### config.mk
export PLATFORM = sky130hd
export DESIGN_NAME = cpu_bus_decoder
export DESIGN_NICKNAME = d
export VERILOG_FILES = /design/src/mem_map_pkg.sv /design/src/cpu_bus_decoder.sv
export SDC_FILE = /design/constraint.sdc
export NUM_CORES = 1
export LEC_CHECK = 0
export ABC_AREA = 1
export ABC_CLOCK_PERIOD_IN_PS = 1400
export BUFFER_PORTS_ARGS = -buffer_cell sky130_fd_sc_hd__buf_4
export CELL_PAD_IN_SITES_DETAIL_PLACEMENT = 1
export CELL_PAD_IN_SITES_GLOBAL_PLACEMENT = 2
export CORE_UTILIZATION = 19
export CTS_CLUSTER_DIAMETER = 50
export CTS_CLUSTER_SIZE = 14
export DETAILED_ROUTE_END_ITERATION = 10
export GPL_TIMING_DRIVEN = 0
export PLACE_DENSITY_LB_ADDON = 0.1
export SLEW_MARGIN = 5
export SYNTH_ARGS = -nofsm -noshare
export SYNTH_HDL_FRONTEND = slang
export SYNTH_SLANG_ARGS = --single-unit
### constraint.sdc
create_clock -name CPU_CKIO -period 1.4 [get_ports CPU_CKIO]
set_input_delay 0.21 -clock CPU_CKIO [delete_from_list [all_inputs] [get_ports CPU_CKIO]]
set_output_delay 0.21 -clock CPU_CKIO [all_outputs]
set_load 0.005 [all_outputs]
### src/mem_map_pkg.sv
// package mem_map_pkg: window selects, register map, sizes and bus states.
`default_nettype none

package mem_map_pkg;

  // top two bits of the cpu word address.
  typedef enum logic [1:0] {
    sel_controller = 2'd0,
    sel_mod        = 2'd1,
    sel_normal     = 2'd2,
    sel_stm        = 2'd3
  } bram_select_e;

  typedef enum logic [1:0] {
    bus_idle   = 2'd0,
    bus_active = 2'd1,
    bus_done   = 2'd2
  } bus_state_e;

  localparam int NUM_TRANS        = 249;
  localparam int DUTY_PHASE_WIDTH = 13;
  localparam int BUS_ADDR_WIDTH   = 14;
  localparam int MOD_BANK_WORDS   = 16384;

  // cycles from cs1_n sampled low to valid read data.
  localparam int READ_LATENCY = 2;

  // controller window word addresses.
  localparam logic [BUS_ADDR_WIDTH-1:0] ADDR_CTL_REG         = 14'h000;
  localparam logic [BUS_ADDR_WIDTH-1:0] ADDR_EC_SYNC_TIME_0  = 14'h011;
  localparam logic [BUS_ADDR_WIDTH-1:0] ADDR_EC_SYNC_TIME_1  = 14'h012;
  localparam logic [BUS_ADDR_WIDTH-1:0] ADDR_EC_SYNC_TIME_2  = 14'h013;
  localparam logic [BUS_ADDR_WIDTH-1:0] ADDR_EC_SYNC_TIME_3  = 14'h014;
  localparam logic [BUS_ADDR_WIDTH-1:0] ADDR_MOD_ADDR_OFFSET = 14'h020;
  localparam logic [BUS_ADDR_WIDTH-1:0] ADDR_MOD_CYCLE       = 14'h021;
  localparam logic [BUS_ADDR_WIDTH-1:0] ADDR_MOD_FREQ_DIV_0  = 14'h022;
  localparam logic [BUS_ADDR_WIDTH-1:0] ADDR_MOD_FREQ_DIV_1  = 14'h023;
  localparam logic [BUS_ADDR_WIDTH-1:0] ADDR_STM_CYCLE       = 14'h041;

  // ctl_reg bit positions.
  localparam int CTL_REG_FORCE_FAN_BIT = 4;
  localparam int CTL_REG_SYNC_BIT      = 8;

endpackage

`default_nettype wire
### src/cpu_bus_decoder.sv
// cpu_bus_decoder: bus pin capture, strobe FSM and read data multiplexer.
`timescale 1ns/1ps
`default_nettype none

module cpu_bus_decoder (
  input  wire                              CPU_CKIO,
  input  wire                              rst,
  input  wire [15:0]                       cpu_addr,
  input  wire [15:0]                       cpu_data_in,
  input  wire                              cpu_cs1_n,
  input  wire                              cpu_we0_n,
  input  wire [15:0]                       ctrl_rd_data,
  input  wire [15:0]                       normal_rd_data,
  input  wire [15:0]                       mod_rd_data,
  output logic [15:0]                      cpu_data_out,
  output mem_map_pkg::bram_select_e        sel,
  output logic [mem_map_pkg::BUS_ADDR_WIDTH-1:0] word_addr,
  output logic [15:0]                      wr_data,
  output logic                             wr_stb,
  output logic                             rd_stb
);

  logic cs_q;
  logic we_q;
  mem_map_pkg::bus_state_e state;

  // pins sampled once per edge.
  always_ff @(posedge CPU_CKIO) begin
    if (rst) begin
      cs_q <= 1'b0;
      we_q <= 1'b0;
      sel  <= mem_map_pkg::sel_controller;
    end else begin
      cs_q <= ~cpu_cs1_n;
      we_q <= ~cpu_we0_n;
      sel  <= mem_map_pkg::bram_select_e'(cpu_addr[15:14]);
    end
  end

  always_ff @(posedge CPU_CKIO) begin
    word_addr <= cpu_addr[mem_map_pkg::BUS_ADDR_WIDTH-1:0];
    wr_data   <= cpu_data_in;
  end

  // one strobe per access, one write per we0_n low period.
  always_ff @(posedge CPU_CKIO) begin
    if (rst) begin
      state  <= mem_map_pkg::bus_idle;
      wr_stb <= 1'b0;
      rd_stb <= 1'b0;
    end else begin
      wr_stb <= 1'b0;
      rd_stb <= 1'b0;
      case (state)
        mem_map_pkg::bus_idle: begin
          if (cs_q && we_q) begin
            wr_stb <= 1'b1;
            state  <= mem_map_pkg::bus_done;
          end else if (cs_q) begin
            rd_stb <= 1'b1;
            state  <= mem_map_pkg::bus_active;
          end
        end
        mem_map_pkg::bus_active: begin
          if (!cs_q) begin
            state <= mem_map_pkg::bus_idle;
          end else if (we_q && !rd_stb) begin
            wr_stb <= 1'b1;
            state  <= mem_map_pkg::bus_done;
          end
        end
        mem_map_pkg::bus_done: begin
          if (!cs_q) begin
            state <= mem_map_pkg::bus_idle;
          end else if (!we_q) begin
            // we0_n released, rearm for another write.
            state <= mem_map_pkg::bus_active;
          end
        end
        default: state <= mem_map_pkg::bus_idle;
      endcase
    end
  end

  always_comb begin
    case (sel)
      mem_map_pkg::sel_controller: cpu_data_out = ctrl_rd_data;
      mem_map_pkg::sel_mod:        cpu_data_out = mod_rd_data;
      mem_map_pkg::sel_normal:     cpu_data_out = normal_rd_data;
      default:                     cpu_data_out = 16'h0000;
    endcase
  end

  a_stb_exclusive: assert property (@(posedge CPU_CKIO) disable iff (rst)
    !(wr_stb && rd_stb));

  a_stb_single_cycle: assert property (@(posedge CPU_CKIO) disable iff (rst)
    (wr_stb || rd_stb) |=> !(wr_stb || rd_stb));

endmodule

`default_nettype wire

# Yosys cells after proc, flatten, opt, wreduce, memory -nomap -nowiden
# Cells that the tools add are included.
# totals
wordCells	38
reg_bits	38
inputBits	84
out_inout_bits	50
# op_classes
n_reduce_logical	7
n_bitwise	3
muxes	13
eq_ne	7
# op_table
cell	n
16-bit one-hot mux with 3 select lines	1
2-bit 2-to-1 mux	6
3-bit != test, second input constant	3
2-bit one-hot mux with 3 select lines	1
2-bit by 1-bit == test with 1-bit output, second input constant	2
2-bit == test, second input constant	2
2-bit logical NOT	2
1-bit 2-to-1 mux	4
1-bit inverter	3
3-bit AND reduction	1
3-bit OR reduction	1
1-bit logical AND	2
1-bit one-hot mux with 2 select lines	1
1-bit logical NOT	1

# Logic depth before layout (Yosys ltp)
# depth
word_depth	5
ltp_mapped	6
ltp_nobuf	6

# Least setup slack after synthesis
# OpenSTA, ideal clock, no wires.
# synth_path
path_kind	reg-to-output
startpoint	register sel[0]
endpoint	output cpu_data_out[10]
t_arrival_ns	0.834
t_required_ns	1.190
slack_ns	0.356
path_stages_with_launch	6
path_buffers	2
cell_sequence	dfxtp_1 buf_6 nor2_8 buf_12 nand2_2 nand3_2
# synth_between
elab_chain_len	2
word_cells_on_any_way	4
cone_classes	2 x eq/ne; 1 x mux; 1 x reduce/logical
# synth_lines
element	line	source
start: declaration	cpu_bus_decoder.sv:16	output mem_map_pkg::bram_select_e sel,
start signal: assignment	cpu_bus_decoder.sv:32	sel <= mem_map_pkg::sel_controller;
start signal: assignment	cpu_bus_decoder.sv:36	sel <= mem_map_pkg::bram_select_e'(cpu_addr[15:14]);
2-bit == test, or another cell as far along	cpu_bus_decoder.sv:86	case (sel)
16-bit one-hot mux with 3 select lines (*)	cpu_bus_decoder.sv:86	
end: declaration	cpu_bus_decoder.sv:15	output logic [15:0] cpu_data_out,
# Every way passes the cells marked *; elsewhere a longest branch is shown, timed or not.

# Worst setup path in the final report
# layout_path
startpoint	register sel[0]
endpoint	output cpu_data_out[14]
# The elaborated chain is that of the path after synthesis.

==> run_results.csv <==
group,metric,value,unit
die,io_pins,134,
routing,drcViolationCount,0,
clocking,cts.clk_slew.worst_paths,70,ps
place,place_congestion,0.745,
sta,hold_violations,0,
finish,syn_to_final_growth,104,%
die,row_count,30,
global_routing,grt_pass1_wl,7380,µm
synthesis,synth_area,0.00140,mm²
job,drv_cap,0,
worst_setup_path,worstSetupPathType,"reg -> out",
sta,finalSetupViolations,14,
routing,wl_per_cell,13.1,µm
die,die_area,0.00769,mm²
global_routing,antenna_found_initial,0,
finish,final.fill_count,838,
place,place_inst,376,
worst_setup_path,crit_path_max_fanout,6,
sta,finalCritPeriodShare,103,%
global_routing,grt_pass1_vias,1630,
finish,drive_gt1_share,69.2,%
clocking,cts_hold_buf,0,
routing,vias,1555,
clocking,clockBufferDepth,2,
routing,drtPass1Iterations,4,
clocking,cts_inserted_buffers,5,
sta,period_needed,1450,ps
synthesis,ys_top_cells_by_area,"dfxtp_1 (55%), nand3_1 (15%), nand3_2 (7.2%)",
synthesis,synth_cell_types,17,
worst_setup_path,cp.arrival,1240,ps
routing,drt-total-wl,5100,µm
synthesis,synthesis.nets,231,
finish,postLayoutCoreUtil,41.0,%
synthesis,netlist_instances,147,
synthesis,yosysSeqAreaShare,54.5,%
power_and_ir_drop,total_power,0.00250,W
die,initial_core_util,20.1,%
sta,skew,1.90,ps
synthesis,synth_ff_type,"dfxtp_1",
worst_hold_path,worstHoldPathType,"in -> reg",
sta,report.final.slew_viol_count,0,
die,die_w,87.7,µm
routing,postRouteAntennaNets,0,
place,detailedPlace.worstSlack,127,ps
synthesis,avgSynthCellArea,9.49,µm²
synthesis,synth-seq-cells,38,
synthesis,synthArstFlopShare,0,%
place,dp_hpwl,3850,µm
run_status,run_status,"complete, but fails checks",
global_routing,track_usage,12.6,%
sta,clock.fmax,692,MHz
global_routing,grt_overflow_total,0,
global_routing,grt_max_degree,11,
power_and_ir_drop,power.density,879,mW/mm²
worst_setup_path,end_kind,"primary output",
synthesis,synth_top_area_cell,"dfxtp_1",
routing,via_per_inst,4.01,
place,numPortBuffers,133,
die,die_y,87.7,µm
finish,n_antenna_cell,0,
finish,nNetsFinal,377,
sta,slew_headroom,84.7,%
run_status,violations,"setup timing",
clocking,cts_tree,"yes",
synthesis,synth_top_area_share,54.5,%
synthesis,synth-edff-count,0,
worst_setup_path,start_kind,"register",
clocking,cts-root-buf,"clkbuf_8",
power_and_ir_drop,ir_worst_vdd,0.000581,V
worst_setup_path,cp.required,1190,ps
clocking,clk_latency,280,ps
finish,stdcell_count,388,
power_and_ir_drop,p_leak,1.45,nW
sta,setup_ws,-45.2,ps
clocking,cts_sinks,38,
die,core,0.00694,mm²
synthesis,ys_warn_count,0,
routing,drt_iter0_drc,26,
sta,worstMarginPinSlew,228,ps
sta,rsz0062_at_grt,"yes",
clocking,htree_levels,2,
per-stage QoR:
stage                     TNS (ps)  instance area [µm²]  hold WS, ps
after floorplan                  0                 1400          238
after global placement           0                 2510          314
after detailed placement         0                 2510          315
after CTS                    -1280                 2730         15.0
after global routing         -1350                 2850         16.4
final                         -385                 2850         31.4
layout by cell type (no fill, tap or decap):
cell,count
a21oi_1,1
a21oi_2,1
buf_12,2
buf_2,1
buf_4,123
buf_6,19
clkbuf_16,1
clkbuf_8,6
dfxtp_1,36
dfxtp_4,2
inv_1,7
inv_2,2
inv_6,2
nand2_1,9
nand2_2,14
nand2_4,3
nand3_1,26
nand3_2,25
nand3b_1,1
nor2_1,9
nor2_8,1
nor3_1,1
layer usage:
layer	vias up	wire length, µm	global-route usage, %
met5	-	0	0
met4	0	48	4.92
met3	4	622	4.90
met2	97	2440	21.9
met1	681	1990	13.8
li1	773	-	-
cells in the mapped netlist (2+ instances only):
| library cell | instances |
|---|---|
| inv_2 | 3 |
| buf_4 | 2 |
| nand3_2 | 10 |
| buf_6 | 4 |
| dfxtp_1 | 38 |
| nand3_1 | 41 |
| nand2_1 | 15 |
| nand2_2 | 11 |
| inv_1 | 7 |
| nor2_1 | 9 |
power breakdown:
part           internal, W  total [W]  leakage, nW  switching [W]
clock             0.000379   0.000714       0.0431       0.000335
combinational     0.000394   0.000618         1.09       0.000224
sequential         0.00114    0.00117        0.320      0.0000314
critical path, stage by stage (launching register included):
cell and delay [ps]:
dfxtp_4 400, nor2_8 180, clkbuf_16 170, nand2_2 50, nand3_2 50, buf_6 90
timing repair:
action                                  in CTS  in global routing
buffers inserted                             5                  1
endpoints found under the setup margin      16                 16
pin swaps                                    1                  1
gates resized for setup                     26                 29
gates cloned                                 1                  1
cell families after synthesis:
group,after synthesis,synth area share [%]
and+or+nand+nor,89,35.6
AOI/OAI and AO/OA,2,0.986
buffers and inverters,18,8.88
DFF,38,54.5
state kept, by name (all words and copies together) (netlist names):
signal,flops
word_addr,14
we_q,1
wr_data,16
wr_stb,1
sel,2
cs_q,1
state,2
rd_stb,1
worst paths after layout:
check / from / end / slack (ps) / depth (start not counted)
setup reg to reg: state[0] / state[0] / 430 / 5
hold / removal: cpu_data_in[12] / wr_data[12] / 30 / 1
hold reg to reg: cs_q / rd_stb / 540 / 2
setup / recovery: sel[0] / cpu_data_out[14] / -50 / 5
layout make-up:
cell class,instances,area [µm²],share of cell area [%]
sequential,38,768,27.0
buffer,5,73.8,2.59
inverter,11,51.3,1.80
timing repair buffer,141,1130,39.8
clock buffer,6,82.6,2.90
tap,96,120,4.22
multi-input combinational,91,616,21.6
No activity file was read; power rests on OpenSTA's default activity.
