### src/mem_map_pkg.sv
// package mem_map_pkg: window selects, register map, sizes and bus states.
`default_nettype none

package mem_map_pkg;

  // top two bits of the cpu word address.
  typedef enum logic [1:0] {
    sel_controller = 2'd0,
    sel_mod        = 2'd1,
    sel_normal     = 2'd2,
    sel_stm        = 2'd3
  } bram_select_e;

  typedef enum logic [1:0] {
    bus_idle   = 2'd0,
    bus_active = 2'd1,
    bus_done   = 2'd2
  } bus_state_e;

  localparam int NUM_TRANS        = 249;
  localparam int DUTY_PHASE_WIDTH = 13;
  localparam int BUS_ADDR_WIDTH   = 14;
  localparam int MOD_BANK_WORDS   = 16384;

  // cycles from cs1_n sampled low to valid read data.
  localparam int READ_LATENCY = 2;

  // controller window word addresses.
  localparam logic [BUS_ADDR_WIDTH-1:0] ADDR_CTL_REG         = 14'h000;
  localparam logic [BUS_ADDR_WIDTH-1:0] ADDR_EC_SYNC_TIME_0  = 14'h011;
  localparam logic [BUS_ADDR_WIDTH-1:0] ADDR_EC_SYNC_TIME_1  = 14'h012;
  localparam logic [BUS_ADDR_WIDTH-1:0] ADDR_EC_SYNC_TIME_2  = 14'h013;
  localparam logic [BUS_ADDR_WIDTH-1:0] ADDR_EC_SYNC_TIME_3  = 14'h014;
  localparam logic [BUS_ADDR_WIDTH-1:0] ADDR_MOD_ADDR_OFFSET = 14'h020;
  localparam logic [BUS_ADDR_WIDTH-1:0] ADDR_MOD_CYCLE       = 14'h021;
  localparam logic [BUS_ADDR_WIDTH-1:0] ADDR_MOD_FREQ_DIV_0  = 14'h022;
  localparam logic [BUS_ADDR_WIDTH-1:0] ADDR_MOD_FREQ_DIV_1  = 14'h023;
  localparam logic [BUS_ADDR_WIDTH-1:0] ADDR_STM_CYCLE       = 14'h041;

  // ctl_reg bit positions.
  localparam int CTL_REG_FORCE_FAN_BIT = 4;
  localparam int CTL_REG_SYNC_BIT      = 8;

endpackage

`default_nettype wire
### src/ctrl_reg_file.sv
// ctrl_reg_file: controller registers, multiword assembly and readback.
`timescale 1ns/1ps
`default_nettype none

module ctrl_reg_file (
  input  wire                                    CPU_CKIO,
  input  wire                                    rst,
  input  mem_map_pkg::bram_select_e              sel,
  input  wire [mem_map_pkg::BUS_ADDR_WIDTH-1:0]  word_addr,
  input  wire [15:0]                             wr_data,
  input  wire                                    wr_stb,
  input  wire                                    rd_stb,
  output logic [15:0]                            rd_data,
  output logic                                   force_fan,
  output logic                                   sync,
  output logic                                   mod_bank,
  output logic [15:0]                            mod_cycle,
  output logic [31:0]                            mod_freq_div,
  output logic [15:0]                            stm_cycle,
  output logic [63:0]                            ecat_sync_time
);

  logic [15:0] ctl_reg;
  logic [15:0] mod_addr_offset;
  logic        wr_en;
  logic        rd_en;
  logic [15:0] rd_word;

  assign wr_en = wr_stb && (sel == mem_map_pkg::sel_controller);
  assign rd_en = rd_stb && (sel == mem_map_pkg::sel_controller);

  always_ff @(posedge CPU_CKIO) begin
    if (rst) begin
      ctl_reg         <= 16'h0000;
      mod_addr_offset <= 16'h0000;
      mod_cycle       <= 16'h0000;
      mod_freq_div    <= 32'h0000_0000;
      stm_cycle       <= 16'h0000;
      ecat_sync_time  <= 64'h0;
    end else if (wr_en) begin
      case (word_addr)
        mem_map_pkg::ADDR_CTL_REG:         ctl_reg               <= wr_data;
        mem_map_pkg::ADDR_MOD_ADDR_OFFSET: mod_addr_offset       <= wr_data;
        mem_map_pkg::ADDR_MOD_CYCLE:       mod_cycle             <= wr_data;
        mem_map_pkg::ADDR_MOD_FREQ_DIV_0:  mod_freq_div[15:0]    <= wr_data;
        mem_map_pkg::ADDR_MOD_FREQ_DIV_1:  mod_freq_div[31:16]   <= wr_data;
        mem_map_pkg::ADDR_STM_CYCLE:       stm_cycle             <= wr_data;
        mem_map_pkg::ADDR_EC_SYNC_TIME_0:  ecat_sync_time[15:0]  <= wr_data;
        mem_map_pkg::ADDR_EC_SYNC_TIME_1:  ecat_sync_time[31:16] <= wr_data;
        mem_map_pkg::ADDR_EC_SYNC_TIME_2:  ecat_sync_time[47:32] <= wr_data;
        mem_map_pkg::ADDR_EC_SYNC_TIME_3:  ecat_sync_time[63:48] <= wr_data;
        default: ;
      endcase
    end
  end

  // readback, unmapped words give zero.
  always_comb begin
    case (word_addr)
      mem_map_pkg::ADDR_CTL_REG:         rd_word = ctl_reg;
      mem_map_pkg::ADDR_MOD_ADDR_OFFSET: rd_word = mod_addr_offset;
      mem_map_pkg::ADDR_MOD_CYCLE:       rd_word = mod_cycle;
      mem_map_pkg::ADDR_MOD_FREQ_DIV_0:  rd_word = mod_freq_div[15:0];
      mem_map_pkg::ADDR_MOD_FREQ_DIV_1:  rd_word = mod_freq_div[31:16];
      mem_map_pkg::ADDR_STM_CYCLE:       rd_word = stm_cycle;
      mem_map_pkg::ADDR_EC_SYNC_TIME_0:  rd_word = ecat_sync_time[15:0];
      mem_map_pkg::ADDR_EC_SYNC_TIME_1:  rd_word = ecat_sync_time[31:16];
      mem_map_pkg::ADDR_EC_SYNC_TIME_2:  rd_word = ecat_sync_time[47:32];
      mem_map_pkg::ADDR_EC_SYNC_TIME_3:  rd_word = ecat_sync_time[63:48];
      default:                           rd_word = 16'h0000;
    endcase
  end

  always_ff @(posedge CPU_CKIO) begin
    if (rst) begin
      rd_data <= 16'h0000;
    end else if (rd_en) begin
      rd_data <= rd_word;
    end
  end

  assign force_fan = ctl_reg[mem_map_pkg::CTL_REG_FORCE_FAN_BIT];
  assign sync      = ctl_reg[mem_map_pkg::CTL_REG_SYNC_BIT];

  // bank select for cpu writes into the modulation window.
  assign mod_bank = mod_addr_offset[0];

endmodule

`default_nettype wire

### config.mk
export PLATFORM = sky130hd
export DESIGN_NAME = ctrl_reg_file
export DESIGN_NICKNAME = d
export VERILOG_FILES = /design/src/mem_map_pkg.sv /design/src/ctrl_reg_file.sv
export SDC_FILE = /design/constraint.sdc
export NUM_CORES = 1
export LEC_CHECK = 0
export ABC_CLOCK_PERIOD_IN_PS = 2100
export BUFFER_PORTS_ARGS = -buffer_cell sky130_fd_sc_hd__buf_2
export CELL_PAD_IN_SITES_DETAIL_PLACEMENT = 1
export CELL_PAD_IN_SITES_GLOBAL_PLACEMENT = 1
export CORE_UTILIZATION = 39
export CTS_CLUSTER_SIZE = 14
export DETAILED_ROUTE_END_ITERATION = 6
export PLACE_DENSITY = 0.85
export SLEW_MARGIN = 20
export SYNTH_ARGS = -nofsm -noshare
export SYNTH_HDL_FRONTEND = slang
export SYNTH_SLANG_ARGS = --single-unit
### constraint.sdc
create_clock -name CPU_CKIO -period 2.1 [get_ports CPU_CKIO]
set_input_delay 0.105 -clock CPU_CKIO [delete_from_list [all_inputs] [get_ports CPU_CKIO]]
set_output_delay 0.105 -clock CPU_CKIO [all_outputs]
set_load 0.02 [all_outputs]
Yosys cells after proc, flatten, opt, wreduce, memory -nomap -nowiden
Index checks and enable logic that the tools add are counted.
{"block": "totals", "register_bits": 176, "latchBits": 0, "ramBits": 0, "romBits": 0, "inputBits": 36, "out_inout_bits": 147, "elab_cells": 35, "n_memories": 0}
{"block": "op_classes", "addsub": 0, "n_mul": 0, "n_div": 0, "magnitude_cmp": 0, "eq_ne": 9, "shift": 0, "mux": 1, "bitwise_logic": 0, "reduce_logical": 14}
{"operator": "case mux 16 bit (10 select lines)", "n": 1}
{"operator": "equality test 14 x 5 -> 1 bit, second input constant", "n": 4}
{"operator": "equality test 14 x 6 -> 1 bit, second input constant", "n": 4}
{"operator": "AND reduction 2 bit", "n": 10}
{"operator": "equality test 14 x 7 -> 1 bit, second input constant", "n": 1}
{"operator": "zero test 14 bit", "n": 1}
{"operator": "logical AND 1 bit", "n": 2}
{"operator": "zero test 2 bit", "n": 1}

Longest topological paths before layout
Gate-level depths: netlist of the first run.
{"block": "logic_depth", "ltp_word": 3, "ltp_mapped": 9, "mapped_depth_nobuf": 5}

Least setup slack after synthesis of the first run
OpenSTA, ideal clock, no wires.
{"block": "synth_path", "path_kind": "in2reg", "from": "input port word_addr[1] (netlist name)", "to": "register stm_cycle[11]", "setup_time_ns": 0.132, "arrival_time_ns": 1.749, "t_required_ns": 1.968, "path_slack_ns": 0.219, "path_stages": 8, "n_path_buf": 3, "path_cell_list": "buf_2 or4b_4 nor4_1 buf_2 nand2_1 buf_2 nand2_1 a21oi_1"}
{"block": "synth_between", "elab_chain_cells": 2}
{"item": "start, declared", "line": "ctrl_reg_file.sv:9", "rtl": "input wire [mem_map_pkg::BUS_ADDR_WIDTH-1:0] word_addr,"}
{"item": "equality test 14 x 7 -> 1 bit", "line": "ctrl_reg_file.sv:41", "rtl": "case (word_addr)"}
{"item": "AND reduction 2 bit (no source line)"}
{"item": "end signal, assigned", "line": "ctrl_reg_file.sv:47", "rtl": "mem_map_pkg::ADDR_STM_CYCLE: stm_cycle <= wr_data;"}
{"item": "end, declared", "line": "ctrl_reg_file.sv:19", "rtl": "output logic [15:0] stm_cycle,"}
Every way passes these cells.
A chain may end at the register's enable or synchronous reset.

Worst setup path after layout of the first run
{"block": "layout_path", "from": "register mod_freq_div[16]", "to": "register rd_data[0]"}
{"block": "layout_between", "elab_chain_cells": 1}
{"item": "start, declared", "line": "ctrl_reg_file.sv:18", "rtl": "output logic [31:0] mod_freq_div,"}
{"item": "start signal, assigned", "line": "ctrl_reg_file.sv:46", "rtl": "mem_map_pkg::ADDR_MOD_FREQ_DIV_1: mod_freq_div[31:16] <= wr_data;"}
{"item": "case mux 16 bit (10 select lines)", "line": "ctrl_reg_file.sv:59", "rtl": "case (word_addr)"}
{"item": "end signal, assigned", "line": "ctrl_reg_file.sv:78", "rtl": "rd_data <= rd_word;"}
{"item": "end, declared", "line": "ctrl_reg_file.sv:13", "rtl": "output logic [15:0] rd_data,"}
Every way passes these cells.

==> tab_implementation.tex, run 1 <==
\begin{tabular}{lr}
\hline
Metric & Value \\
\hline
\multicolumn{2}{l}{\textbf{Synth}} \\
Proportion of netlist area held by the largest area contributor & $\sim$45\% \\
Async set-or-reset flop fraction in the synthesized netlist & 0\% \\
FF+latch count, synth & 176 \\
Library cell occupying the most area in the post-synthesis netlist & dfxtp\_1 \\
Netlist area before placement & 7870 sq um \\
Most common flop cell mapped by yosys & dfxtp\_1 \\
Count of distinct cell types in the synthesized netlist & 56 \\
Synthesized net count & $\sim$1000 \\
Cells taking the most area after synthesis & dfxtp\_1 45\%, nand2\_1 14\%, a21oi\_1 9.2\% \\
Number of flops mapped to enable cells by yosys & 0 \\
Synthesized area per cell & 7.92 sq um \\
Register area share after synthesis & 44.7\% \\
Number of warnings issued by yosys & 0 \\
Synthesized instance count & 994 \\
\multicolumn{2}{l}{\textbf{Die}} \\
Core region area & 19700 sq um \\
Initial standard-cell utilization of the core & between 40\% and 50\% \\
Top-level I/O count & $\sim$180 \\
Die W & 144 um \\
Die outline area & approximately 21000 sq um \\
Height of the chip & between 100 and 150 um \\
Standard-cell rows & 51 \\
\multicolumn{2}{l}{\textbf{CTS}} \\
Clock Latency Late Sink & $\sim$440 ps \\
CTS Root Buffer Type & clkbuf\_16 \\
Clock Sink Count & 176 \\
Clock tree from TritonCTS & built \\
Clock input transition at the sequential cells of the worst setup and hold paths & 70 ps \\
Bufs on Longest Clock Path & 2 \\
Setup fix buffers added after clock tree synthesis & 0 \\
Inserted Clock Buffers & 17 \\
Number of H-tree levels & 4 \\
\multicolumn{2}{l}{\textbf{Timing}} \\
Post-layout minimum cycle time & approximately 1800 ps \\
Setup violation total in the final timing report & 0 \\
Max Slew Vio Count & 0 \\
Final Hold Slack & 55.5 ps \\
Period utilisation layout & 85.9\% \\
Final clock skew & around 7.5 ps \\
Maximum clock rate & 554 MHz \\
Final Hold Fails & 0 \\
Worst-margin pin slew & 904 ps \\
Setup TNS after final layout & 0 ps \\
Setup repair after global routing missed its margin & false \\
Worst slew margin & 38.9\% \\
\multicolumn{2}{l}{\textbf{Worst setup path}} \\
Endpoint type of the worst setup path & flop \\
Category of the critical setup timing path & flop to flop \\
Startpoint kind of the worst setup timing path & flop \\
Critical Path RT & 2440 ps \\
Maximum net fanout on the critical path & 3 \\
Data arrival time of the worst path & 2140 ps \\
\multicolumn{2}{l}{\textbf{Global routing}} \\
Initial antenna violation count & 1 \\
Overflow left after global routing & 0 \\
Aggregate global-route resource usage & 34.3\% \\
Number of global-route vias before repair & 8641 \\
Global-route wire length before repair & 52.2 mm \\
Largest net degree at the start of global routing & 86 \\
\multicolumn{2}{l}{\textbf{Power and ir drop}} \\
Worst vdd ir & 0.000564 V \\
Overall power after layout & 7.34 mW \\
PD cells & a little over 700 nW/um\^{}2 \\
Leak pwr & 3.94 nW \\
\multicolumn{2}{l}{\textbf{Final layout}} \\
Share of post-route cells with drive strength above 1 & 27.6\% \\
Fill count & 2456 \\
Registers with the most flip-flops & ecat\_sync\_time x64, mod\_freq\_div x32 \\
Register containing the most flip-flops in the final layout & ecat\_sync\_time \\
Design Area, Final & 10200 sq um \\
Fraction of the core area covered by cells at the end of the flow & 51.7\% \\
Number of flip-flops in the largest register & 64 \\
Nets & 1228 \\
Area growth from synthesis to layout & 28.9\% \\
\multicolumn{2}{l}{\textbf{Worst hold path}} \\
Hold crit path type & input pin to flop \\
\multicolumn{2}{l}{\textbf{Place}} \\
Estimated wirelength of the detail-placed design & 24.7 mm \\
Port-buffer cells & 182 \\
Placer congestion estimate & 0.985 \\
Standard cell area after detailed placement & around 9500 sq um \\
\multicolumn{2}{l}{\textbf{Route}} \\
Number of DRC violations after detailed routing & 0 \\
Post-DR wirelength/cell & 23.7 um \\
DRT iter0 DRCs & 908 \\
Drt pass-1 iters & 5 \\
Avg Vias per Cell & roughly 6 \\
Sum of routed wire length over all layers & 34.9 mm \\
Antenna-violating nets left & 0 \\
Routed vias & $\sim$8800 \\
\multicolumn{2}{l}{\textbf{Outcome}} \\
Run status & finished, final reports clean \\
\multicolumn{2}{l}{\textbf{Flow run}} \\
Number of maximum-capacitance violations & 0 \\
\hline
\end{tabular}
per-stage QoR:
step                cells  setup slack [ps]
floorplan             994               219
global placement     1437              12.3
detailed placement   1437             -19.5
CTS                  1470               369
global route         1471               255
finish               1471               295
cell families (layout without fill, tap and decap cells):
family / after synthesis / after routing / synth area share (%)
and+or+nand+nor: 399 / 399 / 22.6
AOI/OAI and AO/OA: 278 / 278 / 21.6
DFF: 176 / 176 / 44.7
buffers and inverters: 99 / 310 / 5.66
muxes: 41 / 41 / 5.34
xor gates and xnor gates: 1 / 1 / 0.111
other: 0 / 1 / 0
final timing paths:
| kind | from | end | slack [ps] | cells past startpoint |
|---|---|---|---|---|
| worst min register to register | ctl_reg[10] | ctl_reg[10] | 460 | 2 |
| worst max-delay path | mod_freq_div[16] | rd_data[0] | 300 | 5 |
| worst max register to register | mod_freq_div[16] | rd_data[0] | 300 | 5 |
| worst min-delay path | wr_data[10] | ctl_reg[10] | 60 | 3 |
synthesized netlist by cell type (3+ instances only):
master / number
nor2b_1: 7
o21ai_0: 37
dfxtp_1: 176
buf_2: 37
o22ai_1: 10
nand2_1: 288
and3_1: 7
buf_1: 3
buf_4: 3
a32oi_1: 13
a22o_1: 13
inv_1: 3
a21oi_1: 144
mux2i_1: 33
o32a_1: 3
a31o_2: 3
or2_2: 4
a2bb2oi_1: 3
or4_1: 3
mux2_2: 8
and2_1: 4
nor2_1: 28
nand3_1: 17
a22oi_1: 28
a222oi_1: 8
nor4_1: 7
nand3b_1: 3
nor4b_1: 5
nor3_1: 7
or4b_1: 3
clkbuf_1: 50
worst max-delay path: stages (launching register included):
cell and delay (ps):
dfxtp_1 330, mux2i_1 380, o2bb2ai_1 130, a311oi_1 420, nand3_1 200, a22o_1 240
metal layers:
metal | wire, um | GRT usage [%] | vias to the layer above
li1 | - | - | 3858
met1 | 14400 | 43.9 | 4364
met2 | 16400 | 56.1 | 491
met3 | 2760 | 5.63 | 99
met4 | 1390 | 15.9 | 0
met5 | 0 | 0 | -
timing repair:
item | in CTS | in global routing
hold endpoints to repair | 3 | 0
resized for setup | 0 | 0
hold buffers | 1 | 0
layout by cell type (no fill, tap or decap), types with 4 or more instances in the layout:
cell type and instances:
nand3_1 17, buf_4 86, nor2_1 28, and2_1 4
nor3_1 7, nand2_1 288, a32oi_1 13, buf_12 7
nor4_1 6, a22o_1 13, a222oi_1 8, or2_2 4
nor2b_1 6, mux2i_1 33, o21ai_0 37, bufinv_16 5
and3_1 7, mux2_2 8, dfxtp_1 176, nor4b_1 5
buf_2 181, a22oi_1 28, clkbuf_16 17, a21oi_1 143
o22ai_1 10
report_power, final:
group	switching (mW)	internal (mW)	total, mW
clock	1.42	2.19	3.61
sequential	0.0000230	3.34	3.34
combinational	0.292	0.108	0.400
total	1.71	5.63	7.34
final cells by class:
| type | instances | area [sq um] | area share [%] |
|---|---|---|---|
| multi-input combinational | 719 | 3920 | 38.6 |
| sequential | 176 | 3520 | 34.7 |
| timing repair buffer | 275 | 1700 | 16.8 |
| clock buffer | 20 | 457 | 4.50 |
| tap | 265 | 332 | 3.27 |
| clock inverter | 12 | 203 | 2.00 |
| inverter | 3 | 11.3 | 0.111 |
| antenna | 1 | 2.50 | 0.0246 |
(Power assumes the default switching activity.)
==> run 2, diff against run 1 <==
Settings changed: CORE_MARGIN set to 8.
==> run 2 against run 1 <==
Against the previous run: die area rose by 20%; register-to-register slack barely moved; core utilization fell by 1.2 points; largest power group unchanged; maximum frequency rose by 0.83%; design area fell by 0.47%; worst hold slack got worse by 6.3 ps; non-clock buffer count fell by 3; worst setup slack improved by 15 ps.
==> tab_implementation.tex, run 2 (synthesized netlist as in run 1, its figures left out) <==
\begin{tabular}{lr}
\hline
Metric & Value \\
\hline
\multicolumn{2}{l}{\textbf{Timing}} \\
Post-layout minimum cycle time & 1790 ps (-14.9 ps) \\
Setup repair after global routing missed its margin & false \\
Setup violation total in the final timing report & 0 (unchanged) \\
Worst-margin pin slew & 746 ps (-159 ps) \\
Maximum clock rate & 559 MHz (+0.83\%) \\
Final Hold Fails & 0 (unchanged) \\
Period utilisation layout & 85.2\% (-0.71 points) \\
Final clock skew & 12.9 ps (+5.42 ps) \\
Worst slew margin & 49.6\% (+11 points) \\
Max Slew Vio Count & 0 (unchanged) \\
\multicolumn{2}{l}{\textbf{Die}} \\
Standard-cell rows & 52 (+2.0\%) \\
Die outline area & 25000 sq um (+20\%) \\
Top-level I/O count & 183 (unchanged) \\
Die W & 158 um (+9.7\%) \\
Core region area & 20000 sq um (+2.0\%) \\
Initial standard-cell utilization of the core & 39.3\% (-0.77 points) \\
Height of the chip & 158 um (+9.7\%) \\
\multicolumn{2}{l}{\textbf{Worst setup path}} \\
Data arrival time of the worst path & 2130 ps (about the same) \\
Maximum net fanout on the critical path & 3 (unchanged) \\
Critical Path Slowest Stage Cell & a311oi\_1 \\
Endpoint type of the worst setup path & flop \\
Beginning of the critical path & mod\_freq\_div[16] \\
Worst-path cell chain & mux2i\_1, o2bb2ai\_1, a311oi\_1, nand3\_1, a22o\_1 \\
Crit path buf inv count & 0 (unchanged) \\
R2R Path Start & mod\_freq\_div[16] \\
Cell family with most CP delay & compound AO/OA/AOI/OAI gates \\
Critical Path RT & 2440 ps (about the same) \\
Longest individual stage delay on the worst path & 390 ps (-30 ps) \\
Category of the critical setup timing path & flop to flop \\
Startpoint kind of the worst setup timing path & flop \\
\multicolumn{2}{l}{\textbf{Final layout}} \\
Design Area, Final & 10100 sq um (-0.47\%) \\
Share of post-route cells with drive strength above 1 & 27.5\% (-0.097 points) \\
Leading cell types in the layout, fill and taps excluded & 288 x nand2\_1, 181 x buf\_2, 176 x dfxtp\_1, 143 x a21oi\_1, 83 x buf\_4 \\
Number of standard cells in the layout, taps in and fillers out & 1474 (+0.20\%) \\
Area growth from synthesis to layout & 28.3\% \\
Nets & 1225 (-0.24\%) \\
Number of flip-flops in the largest register & 64 (unchanged) \\
Register containing the most flip-flops in the final layout & ecat\_sync\_time \\
Fraction of the core area covered by cells at the end of the flow & 50.4\% (-1.2 points) \\
Leading cell type in the layout, fill and taps excluded & nand2\_1 \\
Registers with the most flip-flops & ecat\_sync\_time x64, mod\_freq\_div x32 \\
\multicolumn{2}{l}{\textbf{CTS}} \\
Clock Latency Late Sink & 440 ps (about the same) \\
Clock input transition at the sequential cells of the worst setup and hold paths & 70 ps (about the same) \\
Number of H-tree levels & 4 (unchanged) \\
Setup fix buffers added after clock tree synthesis & 0 (unchanged) \\
CTS Root Buffer Type & clkbuf\_16 \\
Bufs on Longest Clock Path & 2 (unchanged) \\
Clock tree from TritonCTS & built \\
Hold buffer count at cts & 0 (-1) \\
Inserted Clock Buffers & 17 (unchanged) \\
Clock Sink Count & 176 (unchanged) \\
Number of cells upsized or downsized after cts & 0 (unchanged) \\
\multicolumn{2}{l}{\textbf{Route}} \\
Sum of routed wire length over all layers & 35.5 mm (+1.6\%) \\
Number of DRC violations after detailed routing & 0 (unchanged) \\
Antenna-violating nets left & 0 (unchanged) \\
DRT iter0 DRCs & 717 (-21\%) \\
Avg Vias per Cell & 5.90 (-1.5\%) \\
Drt pass-1 iters & 7 (+2) \\
Routed vias & 8698 (-1.3\%) \\
Post-DR wirelength/cell & 24.1 um (+1.4\%) \\
\multicolumn{2}{l}{\textbf{Global routing}} \\
Overflow left after global routing & 0 (unchanged) \\
Global-route wire length before repair & 53.1 mm (+1.8\%) \\
Initial antenna violation count & 3 (+2) \\
Largest net degree at the start of global routing & 92 (+7.0\%) \\
Number of global-route vias before repair & 8964 (+3.7\%) \\
Aggregate global-route resource usage & 28.2\% (-6.0 points) \\
\multicolumn{2}{l}{\textbf{Worst hold path}} \\
Hold\_sp & wr\_data[12] \\
Hold crit path type & input pin to flop \\
\multicolumn{2}{l}{\textbf{Power and ir drop}} \\
Combinational cell fraction of total power & 5.5\% (about the same) \\
Leak pwr & 3.90 nW (-0.97\%) \\
Internal power & 5.35 mW (-5.0\%) \\
Net switching fraction of the power & 25.0\% (+1.7 points) \\
Net Sw Power & 1.78 mW (+4.2\%) \\
PD cells & 706 nW/um\^{}2 (-2.4\%) \\
Worst vdd ir & 0.000533 V (-5.6\%) \\
Flop pwr share & 46.7\% (+1.3 points) \\
Clock Power Share & 47.8\% (-1.3 points) \\
\multicolumn{2}{l}{\textbf{Outcome}} \\
Run status & finished, final reports clean \\
\multicolumn{2}{l}{\textbf{Place}} \\
Standard cell area after detailed placement & 9480 sq um (about the same) \\
Port-buffer cells & 182 (unchanged) \\
Number of cells in the design after placement & 1440 (+0.21\%) \\
Estimated wirelength of the detail-placed design & 25.6 mm (+3.7\%) \\
Placer congestion estimate & 0.956 (-3.0\%) \\
\multicolumn{2}{l}{\textbf{Flow run}} \\
Number of maximum-capacitance violations & 0 (unchanged) \\
\hline
\end{tabular}
## run 2: changes by cell type in the layout (fill, tap and decap cells not counted), moves of 2 or more
cell	delta
inv_6	+5
buf_4	-3
bufinv_16	-2
clkbuf_8	-2
## run 2: path summary, 6_finish.rpt
check,cells after the start,slack (ps),endpoint
setup / recovery,5,310,rd_data[0]
hold / removal,3,50,ecat_sync_time[12]
setup reg to reg,5,310,rd_data[0]
hold reg to reg,2,460,ctl_reg[2]
## run 2: cell type report
cell class	instances	area, sq um
Clock inverter	15	196
Sequential cell	176	3520
Timing Repair Buffer	272	1690
Fill cell	2517	9930
Clock buffer	17	425
Tap cell	270	338
Multi-Input combinational cell	719	3920
Antenna cell	2	5.00
Inverter	3	11.3
## run 2: power by group through the flow
stage                     sequential [mW]  combinational (mW)  clock [mW]
after floorplan                      3.41               0.196           0
after global placement               3.41               0.374           0
after detailed placement             3.41               0.377           0
after CTS                            3.33               0.378        3.43
after global routing                 3.33               0.402        3.56
final                                3.33               0.389        3.41
## run 2: metal layers
| metal | global-route usage (%) | wire length [um] |
|---|---|---|
| met1 | 33.4 | 13900 |
| met2 | 47.0 | 17000 |
| met3 | 6.52 | 2980 |
| met4 | 14.1 | 1580 |
| met5 | 0 | 9 |
## run 2: worst reg2reg max path: cells and delay by family (launching register included)
| family | cells | cell delay, ps |
|---|---|---|
| mux | 1 | 380 |
| simple gates | 1 | 220 |
| compound gates | 3 | 760 |
| flops | 1 | 320 |
## run 2: metrics by stage
stage          setup TNS (ps)  power, mW  setup slack [ps]  hold WS (ps)
6_report                    0       7.13               310          49.2
5_1_grt                     0       7.30               318          53.8
3_3_place_gp            -89.3       3.79             -13.0           440
4_1_cts                     0       7.14               380          42.3
3_5_place_dp            -3.33       3.79             -3.33           450
2_1_floorplan               0       3.61               219           397
==> run 3, diff against run 2 <==
Settings changed: HOLD_SLACK_MARGIN set to 0.12, REMOVE_ABC_BUFFERS set to 1, TNS_END_PERCENT set to 50.
==> run 3 against run 2 <==
Against the previous run: sequential cell count did not move; register-to-register slack improved by 260 ps; worst setup slack improved by 57 ps; first-iteration DRC count rose by 12%; largest cell class unchanged; non-clock buffer count rose by 20; power fell by 1.9%; clock skew fell by 4.1 ps; die area did not move; via count rose by 0.34%.
==> tab_implementation.tex, run 3 (synthesized netlist as in run 1, its figures left out) <==
\begin{tabular}{lr}
\hline
Metric & Value \\
\hline
\multicolumn{2}{l}{\textbf{Final layout}} \\
Number of flip-flops in the largest register & 64 (unchanged) \\
Registers with the most flip-flops & ecat\_sync\_time x64, mod\_freq\_div x32 \\
Fill count & 2492 (-0.99\%) \\
Leading cell types in the layout, fill and taps excluded & 288 x nand2\_1, 181 x buf\_2, 176 x dfxtp\_1, 143 x a21oi\_1, 87 x buf\_4 \\
Leading cell type in the layout, fill and taps excluded & nand2\_1 \\
Share of post-route cells with drive strength above 1 & 27.3\% (-0.21 points) \\
Fraction of the core area covered by cells at the end of the flow & 51.2\% (+0.80 points) \\
Design Area, Final & 10300 sq um (+1.6\%) \\
Area growth from synthesis to layout & 30.4\% \\
Register containing the most flip-flops in the final layout & ecat\_sync\_time \\
Nets & 1245 (+1.6\%) \\
\multicolumn{2}{l}{\textbf{Power and ir drop}} \\
Internal power & 5.27 mW (-1.5\%) \\
Net Sw Power & 1.73 mW (-2.9\%) \\
PD cells & 682 nW/um\^{}2 (-3.4\%) \\
Net switching fraction of the power & 24.7\% (-0.27 points) \\
Overall power after layout & 7.00 mW (-1.9\%) \\
Leak pwr & 3.98 nW (+1.9\%) \\
Clock Power Share & 46.7\% (-1.1 points) \\
Combinational cell fraction of total power & 5.7\% (+0.2 points) \\
Flop pwr share & 47.6\% (+0.9 points) \\
Worst vdd ir & 0.000551 V (+3.4\%) \\
\multicolumn{2}{l}{\textbf{Worst setup path}} \\
Endpoint type of the worst setup path & flop \\
Worst-path cell chain & buf\_2, or4\_1, buf\_4, nor3\_4, nand3\_1, buf\_4, nand2\_1, a21oi\_1 \\
Cell family with most CP delay & simple AND/OR/NAND/NOR gates \\
Cell with the most instances on the worst path & buf\_4 \\
Longest individual stage delay on the worst path & 510 ps (+120 ps) \\
Crit path buf inv count & 3 (+3) \\
Critical Path Slowest Stage Cell & or4\_1 \\
Startpoint kind of the worst setup timing path & input pin \\
Critical Path RT & 2410 ps (-30 ps) \\
Maximum net fanout on the critical path & 10 (+7) \\
Data arrival time of the worst path & 2040 ps (-90 ps) \\
Category of the critical setup timing path & input pin to flop \\
\multicolumn{2}{l}{\textbf{Route}} \\
Number of DRC violations after detailed routing & 0 (unchanged) \\
Routed met1 length & 13.8 mm (-0.98\%) \\
Drt pass-1 iters & 5 (-2) \\
WL met3 & 3.03 mm (+1.8\%) \\
DRT iter0 DRCs & 806 (+12\%) \\
Highest metal used & met4 \\
Antenna-violating nets left & 0 (unchanged) \\
Met2 WL & 16.1 mm (-5.1\%) \\
Routed vias & 8728 (+0.34\%) \\
Sum of routed wire length over all layers & 34.4 mm (-3.1\%) \\
Avg Vias per Cell & 5.84 (-1.1\%) \\
Post-DR wirelength/cell & 23.0 um (-4.5\%) \\
\multicolumn{2}{l}{\textbf{CTS}} \\
CTS Root Buffer Type & clkbuf\_16 \\
Bufs on Longest Clock Path & 2 (unchanged) \\
Clock input transition at the sequential cells of the worst setup and hold paths & 70 ps (about the same) \\
Number of H-tree levels & 4 (unchanged) \\
Clock tree from TritonCTS & built \\
Clock Latency Late Sink & 440 ps (about the same) \\
Setup fix buffers added after clock tree synthesis & 0 (unchanged) \\
Inserted Clock Buffers & 17 (unchanged) \\
Clock Sink Count & 176 (unchanged) \\
\multicolumn{2}{l}{\textbf{Flow run}} \\
Number of maximum-capacitance violations & 0 (unchanged) \\
\multicolumn{2}{l}{\textbf{Die}} \\
Initial standard-cell utilization of the core & 39.3\% (unchanged) \\
Standard-cell rows & 52 (unchanged) \\
Die outline area & 25000 sq um (unchanged) \\
Top-level I/O count & 183 (unchanged) \\
Die W & 158 um (unchanged) \\
Core region area & 20000 sq um (unchanged) \\
Height of the chip & 158 um (unchanged) \\
\multicolumn{2}{l}{\textbf{Timing}} \\
Final Hold Fails & 0 (unchanged) \\
Post-layout minimum cycle time & 1730 ps (-57.1 ps) \\
Setup repair after global routing missed its margin & false \\
Period utilisation layout & 82.5\% (-2.7 points) \\
Setup violation total in the final timing report & 0 (unchanged) \\
Worst slew margin & 57.2\% (+7.6 points) \\
Worst-margin pin slew & 633 ps (-113 ps) \\
Final clock skew & 8.77 ps (-4.12 ps) \\
Max Slew Vio Count & 0 (unchanged) \\
Maximum clock rate & 577 MHz (+3.3\%) \\
Final Hold Slack & 238 ps (+189 ps) \\
\multicolumn{2}{l}{\textbf{Place}} \\
Standard cell area after detailed placement & 9490 sq um (+0.17\%) \\
Estimated wirelength of the detail-placed design & 25.3 mm (-1.1\%) \\
Placer congestion estimate & 0.985 (+3.1\%) \\
Port-buffer cells & 182 (unchanged) \\
\multicolumn{2}{l}{\textbf{Outcome}} \\
Run status & finished, final reports clean \\
\multicolumn{2}{l}{\textbf{Global routing}} \\
Global-route wire length before repair & 52.1 mm (-1.9\%) \\
Largest net degree at the start of global routing & 113 (+23\%) \\
Number of global-route vias before repair & 9065 (+1.1\%) \\
Overflow left after global routing & 0 (unchanged) \\
Initial antenna violation count & 1 (-2) \\
Aggregate global-route resource usage & 27.6\% (-0.65 points) \\
\multicolumn{2}{l}{\textbf{Worst hold path}} \\
Hold crit path type & input pin to flop \\
\hline
\end{tabular}
## run 3: worst register-to-register path, cell delays in order (launching register included)
cell,delay [ps]
dfxtp_1,320
mux2_2,270
a22o_1,220
a211oi_1,290
nand3_1,120
a22o_1,210
## run 3: layer usage
metal  up-vias  global-route usage [%]
met4         0                    14.3
met1      4296                    33.4
met2       442                    45.6
met3        86                    5.38
li1       3904                       -
met5         -                       0
## run 3: power groups by stage
stage               clock network [mW]  registers, mW  logic, mW
CTS                               3.28           3.34      0.386
floorplan                            0           3.41     0.0798
global route                      3.42           3.33      0.414
finish                            3.27           3.34      0.400
detailed placement                   0           3.41      0.359
global placement                     0           3.41      0.355
## run 3: timing repair
action | CTS | global route
endpoints found under the setup margin | 0 | 0
hold buffers | 17 | 0
gates resized for setup | 0 | 0
hold endpoints to repair | 159 | 0
## run 3: metrics by stage
stage	setup WS, ps	TNS (ps)	std cells
global route	288	0	1493
finish	367	0	1495
detailed placement	-80.1	-785	1443
CTS	403	0	1492
floorplan	-1330	-51930	898
global placement	-87.6	-1010	1443
## run 3: cell type report
cell class              count  area [sq um]  share of cell area, %
well taps                 270           338                   3.29
inverters                   3          11.3                  0.110
clock buffers              19           443                   4.31
multi-input cells         719          3920                   38.2
repair buffers            292          1870                   18.2
clock inverters            13           150                   1.46
diodes                      3          7.51                 0.0731
flip-flops and latches    176          3520                   34.3
## run 3: path summary, 6_finish.rpt
check	from	to	cells past startpoint	slack (ps)
max	word_addr[9]	ecat_sync_time[47]	8	370
min	rd_stb	rd_data[4]	5	240
max reg2reg	mod_cycle[5]	rd_data[5]	5	570
min reg2reg	mod_addr_offset[4]	mod_addr_offset[4]	2	460
